File: src/verilog/cpu_types_pkg.sv
package cpu_types_pkg;

	// basic widths
	typedef logic [31:0] word_t;
	typedef logic [4:0]  regbits_t;
	typedef logic [3:0]  aluop_t;

	// alu operation codes, shifts use operand b bits 4:0
	localparam aluop_t ALU_ADD = 4'd0;
	localparam aluop_t ALU_SUB = 4'd1;
	localparam aluop_t ALU_AND = 4'd2;
	localparam aluop_t ALU_OR  = 4'd3;
	localparam aluop_t ALU_XOR = 4'd4;
	localparam aluop_t ALU_NOR = 4'd5;
	localparam aluop_t ALU_SLT = 4'd6;
	localparam aluop_t ALU_SLL = 4'd7;
	localparam aluop_t ALU_SRL = 4'd8;

	// destination register select
	typedef logic reg_dest_t;
	localparam reg_dest_t SEL_RD = 1'b0;
	localparam reg_dest_t SEL_RT = 1'b1;

	// write-back data select
	typedef logic mem_to_reg_t;
	localparam mem_to_reg_t SEL_RESULT = 1'b0;
	localparam mem_to_reg_t SEL_DMEM   = 1'b1;

	// data ram size, word addressed from result bits 7:2
	localparam int DMEM_WORDS = 64;
	localparam int DMEM_AW    = $clog2(DMEM_WORDS);

	typedef enum logic {
		PIPE_RUN,
		PIPE_HALTED
	} pipe_state_t;

	// decoded bundle out of the id/ex register
	typedef struct packed {
		word_t       imemaddr;
		aluop_t      alu_op;
		logic        alu_src;
		word_t       rdat1;
		word_t       rdat2;
		word_t       imm_ext;
		regbits_t    rt;
		regbits_t    rd;
		reg_dest_t   reg_dest;
		logic        wen;
		logic        dren;
		logic        dwen;
		logic        halt;
		mem_to_reg_t mem_to_reg;
	} id_ex_t;

	typedef struct packed {
		word_t       imemaddr;
		word_t       result;
		word_t       store_data;
		regbits_t    dest;
		logic        wen;
		logic        dren;
		logic        dwen;
		logic        halt;
		mem_to_reg_t mem_to_reg;
	} ex_mem_t;

	// write-back bundle toward the register file
	typedef struct packed {
		word_t    imemaddr;
		word_t    wdat;
		regbits_t dest;
		logic     wen;
		logic     halt;
	} mem_wb_t;

endpackage

File: src/verilog/cpu_back_end.sv
module cpu_back_end (
	input  logic                   CLK,
	input  logic                   nRST,
	input  cpu_types_pkg::id_ex_t  id_ex,
	input  logic                   stall,
	input  logic                   flush,
	output cpu_types_pkg::mem_wb_t wb,
	output logic                   halted
);

	cpu_types_pkg::ex_mem_t ex_next;
	cpu_types_pkg::ex_mem_t ex_mem;
	cpu_types_pkg::mem_wb_t wb_next;
	logic advance;
	logic ex_mem_flush;
	logic mem_write;

	execute_stage execute_stage_i (
		.id_ex   (id_ex),
		.ex_next (ex_next)
	);

	ex_mem_reg ex_mem_reg_i (
		.CLK     (CLK),
		.nRST    (nRST),
		.ex_next (ex_next),
		.advance (advance),
		.flush   (ex_mem_flush),
		.ex_mem  (ex_mem)
	);

	mem_stage mem_stage_i (
		.CLK       (CLK),
		.nRST      (nRST),
		.ex_mem    (ex_mem),
		.mem_write (mem_write),
		.wb_next   (wb_next)
	);

	mem_wb_reg mem_wb_reg_i (
		.CLK     (CLK),
		.nRST    (nRST),
		.wb_next (wb_next),
		.advance (advance),
		.wb      (wb)
	);

	// steers both registers and the ram write
	pipe_control pipe_control_i (
		.CLK          (CLK),
		.nRST         (nRST),
		.stall        (stall),
		.flush        (flush),
		.wb_halt      (wb.halt),
		.ex_dwen      (ex_mem.dwen),
		.advance      (advance),
		.ex_mem_flush (ex_mem_flush),
		.mem_write    (mem_write),
		.halted       (halted)
	);

endmodule

File: src/verilog/ex_mem_reg.sv
module ex_mem_reg (
	input  logic                   CLK,
	input  logic                   nRST,
	input  cpu_types_pkg::ex_mem_t ex_next,
	input  logic                   advance,
	input  logic                   flush,
	output cpu_types_pkg::ex_mem_t ex_mem
);

	cpu_types_pkg::ex_mem_t ex_mem_reg_q;
	cpu_types_pkg::ex_mem_t ex_mem_nxt;

	assign ex_mem = ex_mem_reg_q;

	// flush wins over advance, even during a stall
	always_comb begin
		ex_mem_nxt = ex_mem_reg_q;
		if (flush) begin
			ex_mem_nxt = '0;
		end else if (advance) begin
			ex_mem_nxt = ex_next;
		end
	end

	// reset value is a bubble
	always_ff @(posedge CLK, negedge nRST) begin
		if (!nRST) begin
			ex_mem_reg_q <= '0;
		end else begin
			ex_mem_reg_q <= ex_mem_nxt;
		end
	end

endmodule

File: src/verilog/execute_stage.sv
module execute_stage (
	input  cpu_types_pkg::id_ex_t  id_ex,
	output cpu_types_pkg::ex_mem_t ex_next
);

	cpu_types_pkg::word_t    op_b;
	cpu_types_pkg::word_t    result;
	cpu_types_pkg::regbits_t dest;

	// operand b is the register or the extended immediate
	assign op_b = id_ex.alu_src ? id_ex.imm_ext : id_ex.rdat2;

	always_comb begin
		case (id_ex.alu_op)
			cpu_types_pkg::ALU_ADD: begin
				result = id_ex.rdat1 + op_b;
			end
			cpu_types_pkg::ALU_SUB: begin
				result = id_ex.rdat1 - op_b;
			end
			cpu_types_pkg::ALU_AND: begin
				result = id_ex.rdat1 & op_b;
			end
			cpu_types_pkg::ALU_OR: begin
				result = id_ex.rdat1 | op_b;
			end
			cpu_types_pkg::ALU_XOR: begin
				result = id_ex.rdat1 ^ op_b;
			end
			cpu_types_pkg::ALU_NOR: begin
				result = ~(id_ex.rdat1 | op_b);
			end
			cpu_types_pkg::ALU_SLT: begin
				// signed compare
				result = {31'd0, $signed(id_ex.rdat1) < $signed(op_b)};
			end
			cpu_types_pkg::ALU_SLL: begin
				result = id_ex.rdat1 << op_b[4:0];
			end
			cpu_types_pkg::ALU_SRL: begin
				result = id_ex.rdat1 >> op_b[4:0];
			end
			default: begin
				result = '0;
			end
		endcase
	end

	// rt for immediate forms, rd for r-type
	always_comb begin
		case (id_ex.reg_dest)
			cpu_types_pkg::SEL_RT: dest = id_ex.rt;
			cpu_types_pkg::SEL_RD: dest = id_ex.rd;
			default:               dest = id_ex.rd;
		endcase
	end

	always_comb begin
		ex_next.imemaddr   = id_ex.imemaddr;
		ex_next.result     = result;
		ex_next.store_data = id_ex.rdat2;
		ex_next.dest       = dest;
		ex_next.wen        = id_ex.wen;
		ex_next.dren       = id_ex.dren;
		ex_next.dwen       = id_ex.dwen;
		ex_next.halt       = id_ex.halt;
		ex_next.mem_to_reg = id_ex.mem_to_reg;
	end

endmodule

File: src/verilog/mem_stage.sv
module mem_stage (
	input  logic                   CLK,
	input  logic                   nRST,
	input  cpu_types_pkg::ex_mem_t ex_mem,
	input  logic                   mem_write,
	output cpu_types_pkg::mem_wb_t wb_next
);

	cpu_types_pkg::word_t dmem [cpu_types_pkg::DMEM_WORDS];
	logic [cpu_types_pkg::DMEM_AW-1:0] word_addr;
	cpu_types_pkg::word_t rd_word;

	// word address, byte offset dropped
	assign word_addr = ex_mem.result[cpu_types_pkg::DMEM_AW+1:2];

	// asynchronous read
	assign rd_word = dmem[word_addr];

	// write gated by pipe_control
	always_ff @(posedge CLK, negedge nRST) begin
		if (!nRST) begin
			for (int i = 0; i < cpu_types_pkg::DMEM_WORDS; i++) begin
				dmem[i] <= '0;
			end
		end else if (mem_write) begin
			dmem[word_addr] <= ex_mem.store_data;
		end
	end

	always_comb begin
		wb_next.imemaddr = ex_mem.imemaddr;
		wb_next.dest     = ex_mem.dest;
		wb_next.wen      = ex_mem.wen;
		wb_next.halt     = ex_mem.halt;
		case (ex_mem.mem_to_reg)
			cpu_types_pkg::SEL_DMEM:   wb_next.wdat = rd_word;
			cpu_types_pkg::SEL_RESULT: wb_next.wdat = ex_mem.result;
			default:                   wb_next.wdat = ex_mem.result;
		endcase
	end

endmodule

File: src/verilog/mem_wb_reg.sv
module mem_wb_reg (
	input  logic                   CLK,
	input  logic                   nRST,
	input  cpu_types_pkg::mem_wb_t wb_next,
	input  logic                   advance,
	output cpu_types_pkg::mem_wb_t wb
);

	cpu_types_pkg::mem_wb_t wb_reg_q;
	cpu_types_pkg::mem_wb_t wb_nxt;

	assign wb = wb_reg_q;

	// no flush here, only hold or load
	always_comb begin
		wb_nxt = wb_reg_q;
		if (advance) begin
			wb_nxt = wb_next;
		end
	end

	always_ff @(posedge CLK, negedge nRST) begin
		if (!nRST) begin
			wb_reg_q <= '0;
		end else begin
			wb_reg_q <= wb_nxt;
		end
	end

endmodule

File: src/verilog/pipe_control.sv
module pipe_control (
	input  logic CLK,
	input  logic nRST,
	input  logic stall,
	input  logic flush,
	input  logic wb_halt,
	input  logic ex_dwen,
	output logic advance,
	output logic ex_mem_flush,
	output logic mem_write,
	output logic halted
);

	cpu_types_pkg::pipe_state_t state;
	cpu_types_pkg::pipe_state_t state_nxt;

	// halted is sticky until reset
	always_comb begin
		state_nxt = state;
		case (state)
			cpu_types_pkg::PIPE_RUN: begin
				if (wb_halt) begin
					state_nxt = cpu_types_pkg::PIPE_HALTED;
				end
			end
			cpu_types_pkg::PIPE_HALTED: begin
				state_nxt = cpu_types_pkg::PIPE_HALTED;
			end
			default: begin
				state_nxt = cpu_types_pkg::PIPE_RUN;
			end
		endcase
	end

	always_ff @(posedge CLK, negedge nRST) begin
		if (!nRST) begin
			state <= cpu_types_pkg::PIPE_RUN;
		end else begin
			state <= state_nxt;
		end
	end

	assign advance      = (state == cpu_types_pkg::PIPE_RUN) && !stall;
	assign ex_mem_flush = flush;
	// store only commits on an edge that moves it on
	assign mem_write    = ex_dwen && advance;
	assign halted       = (state == cpu_types_pkg::PIPE_HALTED);

endmodule
File: config.mk
export PLATFORM = sky130hd
export DESIGN_NAME = cpu_back_end
export DESIGN_NICKNAME = d
export VERILOG_FILES = /design/src/verilog/cpu_types_pkg.sv /design/src/verilog/cpu_back_end.sv /design/src/verilog/ex_mem_reg.sv /design/src/verilog/execute_stage.sv /design/src/verilog/mem_stage.sv /design/src/verilog/mem_wb_reg.sv /design/src/verilog/pipe_control.sv
export SDC_FILE = /design/constraint.sdc
export NUM_CORES = 2
export LEC_CHECK = 0
export ABC_AREA = 0
export BUFFER_PORTS_ARGS = -buffer_cell sky130_fd_sc_hd__buf_2
export CORE_MARGIN = 2
export CORE_UTILIZATION = 40
export DETAILED_ROUTE_END_ITERATION = 7
export HOLD_SLACK_MARGIN = 0.12
export PLACE_DENSITY = 0.59
export SLEW_MARGIN = 20
export SYNTH_ARGS = -nofsm -noshare
export SYNTH_HDL_FRONTEND = slang
export SYNTH_SLANG_ARGS = --single-unit
File: constraint.sdc
create_clock -name CLK -period 3.2 [get_ports CLK]
set_input_delay 0.32 -clock CLK [delete_from_list [all_inputs] [get_ports CLK]]
set_output_delay 0.32 -clock CLK [all_outputs]
set_load 0.005 [all_outputs]
Word-level counts from Yosys, hierarchy flattened
Index checks and enable logic that the tools add are counted.
W data, S select, Z words.
- register bits: 2225
- bits in latches: 0
- memory bits (writable): 0
- memory bits (read-only): 0
- input bits: 153
- memories kept: 0
- add/subtract/negate cells: 2
- multipliers: 0
- divide/modulo/power cells: 0
- $lt $le $gt $ge: 3
- eq/ne operators: 8
- shift operators: 2
- multiplexer cells: 14
- bitwise gates (word level): 8
- reduce and logical (&&, ||, !) cells: 6
- operators with widths (cell ; count):
    $bwmux W2048 ; 1
    $pmux W32 S9 ; 1
    $mux W106 ; 2
    $bmux W32 S6 ; 1
    $demux W32 S6 ; 1
    $mux W32 ; 4
    $pmux W32 S2 ; 1
    $add A32 B32 Y32 ; 1
    $and A32 B32 Y32 ; 1
    $lt A32 B32 Y1 ; 1
    $not A32 Y32 ; 1
    $or A32 B32 Y32 ; 1
    $shl A32 B5 Y32 ; 1
    $shr A32 B5 Y32 ; 1
    $sub A32 B32 Y32 ; 1
    $xor A32 B32 Y32 ; 1
    $eq A4 B3 Y1 const B ; 4
    $pmux W5 S2 ; 1
    $eq A4 B2 Y1 const B ; 2
    $ge A7 B7 Y1 const B ; 1
    $lt A7 B1 Y1 const B ; 1
    $not A6 Y7 ; 1
    $eq A4 B1 Y1 const B ; 1
    $eq A4 B4 Y1 const B ; 1
    other kinds (7) ; 11

Logic depth before layout (Yosys ltp)
- depth in word-level cells: 6
- depth in mapped cells: 17
- mapped depth without buffers: 14

Hierarchy
From an unflattened synthesis, not the netlist that was laid out.
- cell total of the unflattened synthesis: 8525
- area total of the unflattened synthesis: 110740.0 µm²
- modules (own cells, without submodules) (module ; instances ; cells an instance ; area an instance (µm²) ; sequential area each (µm²)):
    mem_stage ; 1 ; 6645 ; 94086.5 ; 51249.2
    execute_stage ; 1 ; 1383 ; 9303.9 ; 0.0
    ex_mem_reg ; 1 ; 342 ; 4309.1 ; 2652.5
    mem_wb_reg ; 1 ; 150 ; 2990.4 ; 1776.7
    pipe_control ; 1 ; 5 ; 50.0 ; 25.0

Worst setup path before layout
Ideal clock, no wire load.
- path type: in2reg
- start point: input port id_ex[112] (netlist bit)
- end point: register ex_mem_reg_i.ex_mem_reg_q, in the netlist ex_mem_reg_i.ex_mem[67]
- arrival: 4.014 ns
- required time: 3.074 ns
- slack: -0.940 ns
- stages: 15
- path buffers: 5
- cells stage by stage: buf_6 mux2i_4 buf_2 buf_2 buf_2 ha_1 buf_2 nor2b_1 a2111oi_4 o211ai_1 a2111o_1 nand4_1 a31oi_1 a221o_1 a221o_1
- word-level cells in the longest chain between the ends: 6
- elaborated cells between the ends (all ways): 12
- classes of those cells: 2 x add/sub; 2 x shift; 4 x mux; 4 x bitwise
- RTL lines (element ; RTL line ; text):
    start, declared ; cpu_back_end.sv:4 ; input cpu_types_pkg::id_ex_t id_ex,
    $mux W32 * ; execute_stage.sv:11 ; assign op_b = id_ex.alu_src ? id_ex.imm_ext : id_ex.rdat2;
    parallel branches: the longest is 2 deep, another holds $sub A32 B32 Y32 ; n/a ;
    $pmux W32 S9 * ; execute_stage.sv:14 ; case (id_ex.alu_op)
    $mux W106 * ; ex_mem_reg.sv:20 ; end else if (advance) begin
    $mux W106 * ; ex_mem_reg.sv:18 ; if (flush) begin
    end signal, assigned ; ex_mem_reg.sv:30 ; ex_mem_reg_q <= ex_mem_nxt;
    end, declared ; ex_mem_reg.sv:10 ; cpu_types_pkg::ex_mem_t ex_mem_reg_q;
Every way passes the cells marked *. The select of a mux whose other input is x is not followed.
A chain may end at the register's enable or synchronous reset.

Worst setup path in the final report
- start point: register ex_mem_reg_i.ex_mem_reg_q, in the netlist ex_mem_reg_i.ex_mem[44]
- end point: register mem_wb_reg_i.wb_reg_q, in the netlist mem_wb_reg_i.wb[13]
- word-level cells in the longest chain between the ends: 5
- RTL lines (element ; RTL line ; text):
    $not A6 Y7 (not written as such) ; mem_stage.sv:17 ; assign rd_word = dmem[word_addr];
    $bmux W32 S6 ; mem_stage.sv:17 ;
    $mux W32 (not written as such) (2 in a row) ; mem_stage.sv:17 ;
    $pmux W32 S2 ; mem_stage.sv:35 ; case (ex_mem.mem_to_reg)
    end signal, assigned ; mem_wb_reg.sv:26 ; wb_reg_q <= wb_nxt;
    end, declared ; mem_wb_reg.sv:9 ; cpu_types_pkg::mem_wb_t wb_reg_q;
No other way between the ends. The select of a mux whose other input is x is not followed.

==> parameters.txt <==
Parameter                              Value

STA
  Clock Skew    65.2 ps
  Fmax    about 300 MHz
  Max-slew violation count    0
  Shortest clock period the worst path allows after layout    approximately 3300 ps
  Tightest slew margin relative to the limit    roughly a quarter
  Setup repair after global routing missed its margin    yes
  Slew at the pin closest to its max-slew limit    between 1000 and 1500 ps
  Final setup viols    17
  Final clock period utilization by the worst path    104%
  Fin worst setup slack    -132 ps
  Endpoints failing hold    0

Critical path
  Worst stage delay on the critical path    about 500 ps
  Worst Path Class, Setup    flop to flop
  Critical path startpoint    ex_mem_reg_i.ex_mem[44]
  Reg2Reg Capture Point    mem_wb_reg_i.wb[13]
  Worst setup slack for register-to-register paths    -130 ps
  Register-to-Register Path Depth    13
  Slowest CP cell    dfrtp_4
  Data arrival time of the critical path    between 4000 and 5000 ps
  Startpoint of the worst-slack reg-to-reg timing path    ex_mem_reg_i.ex_mem[44]
  Count of buffer and inverter cells on the critical path    6
  Critical Path Most Common Cell    buf_12
  Nature of the critical path endpoint    flop
  Required time at the endpoint of the critical path    3940 ps
  CP startpoint kind    flop
  Ordered cell list for the critical path    buf_12 > buf_12 > buf_16 > buf_12 > mux4_2 > mux2i_2 > o22ai_2 > nor4_4 > buf_4 > nand2_1 > o21ai_0 > buf_4 > o21ai_0
  Top Family by Delay on Critical Path    buffers and inverters
  Max FO, Critical Path    14

GRT
  Via count of the first global-routing pass    76900
  Global routing usage summed across all routing layers    a little over a quarter
  Largest net degree at the start of global routing    ~120
  Global-route wire length before repair    555000 um
  Number of antenna violations at the first check in global routing    17
  Final global-route overflow total    0

Die
  Initial core utilization    between 40% and 50%
  I/O pin total    about 230
  Std-Cell Core Area    between 200000 and 300000 um^2
  Vert. Die Dim    between 500 and 600 um
  Area enclosed by the die boundary    approximately 280000 um^2
  DIE WIDTH    525 um
  Rows    between 150 and 200

Worst hold path
  Number of cells on the worst hold path    4
  Worst hold path type    input pin to flop
  End point of the most critical hold path    ex_mem_reg_i.ex_mem[77]
  Hold wc startpoint    id_ex[120]

Synthesis
  Synth top area share    51.3%
  Synth Net Count    8051
  Synthesized area divided by synthesized cell count    ~14 um^2
  Post-synth top flop    dfrtp_1
  Post-synthesis register bit count    2225
  Sequential-to-total area share from yosys stat    51.3%
  Post-synthesis cell type count    93
  Count of flip-flops with a built-in enable after synthesis    0
  Mapped cell area    around 110000 um^2
  Ranking of synthesized cells by area    dfrtp_1 (51%), mux2_2 (21%), mux4_2 (11%), mux2i_1 (3.7%), nand2_1 (1.7%)
  Async S/R FF share, synth    100%
  Cell count after synthesis    around 7800
  Yosys top cell by area    dfrtp_1
  Synth warnings    0

Clocking
  Total number of H-tree levels    4
  Insertion delay to the later sink of the worst-skew pair    around 930 ps
  CTS Root Cell    clkbuf_16
  Clock sink count    2225
  Number of buffers on the longest clock path    3
  TritonCTS clock tree    yes
  Clock Pin Slew Worst Setup and Hold Paths    60 ps
  Number of clock buffers inserted by TritonCTS    236

Placement
  DP HPWL    between 200000 and 300000 um
  I/O Buffers    roughly 220
  Count of placed standard cells including taps    around 12000
  Global placer's final weighted congestion    between 0.9 and 1
  Post-detailed-placement cell area    between 100000 and 150000 um^2

Pwr
  Portion of total power attributed to the clock network    42.5%
  Switching part of the total    between 20% and 30%
  Flop pwr share    around 45%
  Logic gate share of total power    around 13%
  Internal Dissipation    a little under 50 mW
  Worst supply voltage drop on vdd    around 0.55 mV
  Post-layout power    around 66 mW
  LEAKAGE    about 62 nW
  Switching Power    ~18 mW
  Power per Cell Area    a little under 500 nW/um^2

Final layout
  Post-route non-filler standard cell count    roughly 13000
  Largest register FFs    around 2000
  Area added between synthesis and finish    23.3%
  Most frequent cells in the layout    dfrtp_1 (2189), mux2_2 (2053), buf_4 (1060)
  Share of final-layout standard cells stronger than drive strength 1    approximately 52%
  Cell area after layout    approximately 130000 um^2
  Most common cell after layout, fill and taps aside    dfrtp_1
  Nets@finish    9145

Drt
  Violation count after the first detailed-routing iteration    between 5000 and 6000
  Average wire per cell in the routed design    slightly above 30 um
  DRC violations left    0
  Routed wire length    about 380000 um
  Post-DRT Antenna Nets    0
  Count of vias placed by the detailed router    roughly 74000
  Detailed-route vias per instance    5.80
  Pre-Repair DR Iteration Count    6

Outcome
  Status    complete, but fails checks
  Violated checks    negative setup slack

Flow run
  Max-cap viol count    0
-- Yosys cell counts (all sizes together), types with 10 or more instances --
library cell	n
a21o	14
xnor2	15
a221oi	26
o2111ai	10
buf	319
nand4	14
nor3	32
mux2	2054
o31ai	13
o21bai	10
mux4	541
a22oi	19
o21ai	157
a31oi	24
mux2i	399
o211ai	19
clkbuf	424
nor2b	16
dfrtp	2225
nand2b	11
nand3	42
nand2	482
o22ai	145
nor4	40
a211oi	33
ha	98
inv	98
nor2	196
a21oi	188
-- per-stage QoR --
step | TNS (ps) | utilization (%) | hold slack, ps | worst slack [ps]
2_1_floorplan | -2220 | - | 24.4 | -263
3_3_place_gp | -20460 | 45.3 | 392 | -1230
3_5_place_dp | -20140 | 45.3 | 377 | -817
4_1_cts | -1340 | 48.9 | 122 | -129
5_1_grt | -2710 | 49.5 | 191 | -159
6_report | -989 | 49.5 | 206 | -132
-- worst reg2reg max path, cell delays in order (launching register included) --
cell     delay, ps
dfrtp_4        500
buf_12         170
buf_12         150
buf_16         150
buf_12         180
mux4_2         430
mux2i_2        270
o22ai_2        170
nor4_4         400
buf_4          170
nand2_1        150
o21ai_0        150
buf_4          210
o21ai_0         90
-- how the worst max path moves through the flow --
| stage | end | slack (ps) | depth (start not counted) |
|---|---|---|---|
| after floorplan | ex_mem_reg_i.ex_mem[67] | -260 | 15 |
| after global placement | mem_wb_reg_i.wb[24] | -1230 | 11 |
| after detailed placement | mem_wb_reg_i.wb[24] | -820 | 11 |
| after CTS | mem_wb_reg_i.wb[25] | -130 | 13 |
| after global routing | mem_wb_reg_i.wb[29] | -160 | 14 |
| final | mem_wb_reg_i.wb[13] | -130 | 13 |
-- kinds of logic (layout without fill, tap and decap cells) --
group | after synthesis | after routing | share of synthesized area, %
AND/OR/NAND/NOR | 877 | 877 | 3.48
multiplexers | 2994 | 2994 | 36.3
XOR/XNOR | 17 | 17 | 0.137
adder cells (fa/ha/maj) | 100 | 100 | 1.17
flip-flops | 2225 | 2225 | 51.3
buffers and inverters | 843 | 2145 | 3.22
AO/OA/AOI/OAI | 742 | 742 | 4.36
other | 0 | 9 | 0
-- layout make-up --
| cell class | count | area, um^2 |
|---|---|---|
| Clock buffer | 350 | 6970 |
| Inverter | 100 | 383 |
| Antenna cell | 9 | 22.5 |
| Sequential cell | 2225 | 55700 |
| Timing Repair Buffer | 1599 | 14400 |
| Fill cell | 23100 | 137000 |
| Clock inverter | 96 | 1100 |
| Multi-Input combinational cell | 4730 | 50600 |
| Tap cell | 3570 | 4470 |
-- power groups by stage --
| stage | clock [mW] | sequential, mW | combinational (mW) |
|---|---|---|---|
| floorplan | 0 | 29.5 | 3.65 |
| global placement | 0 | 30.3 | 7.82 |
| detailed placement | 0 | 30.3 | 7.84 |
| CTS | 28.6 | 29.8 | 8.08 |
| global route | 29.8 | 29.9 | 8.83 |
| finish | 28.1 | 29.8 | 8.30 |
-- timing repair --
item	in CTS	in global routing
hold endpoints to repair	1555	0
pin swaps	6	20
resized for setup	80	108
setup endpoints to repair	29	39
cloned	1	8
buffers inserted	8	81
hold buffers	106	0
-- per-layer routing --
metal  vias up  routed length [um]  GRT usage [%]
met5         -                  37              0
met4         6               11300           7.77
met3       538               24500           4.95
met2      2296              179000           43.5
met1     39800              169000           38.5
li1      30900                   -              -
Power figures use the tool's default switching activity.
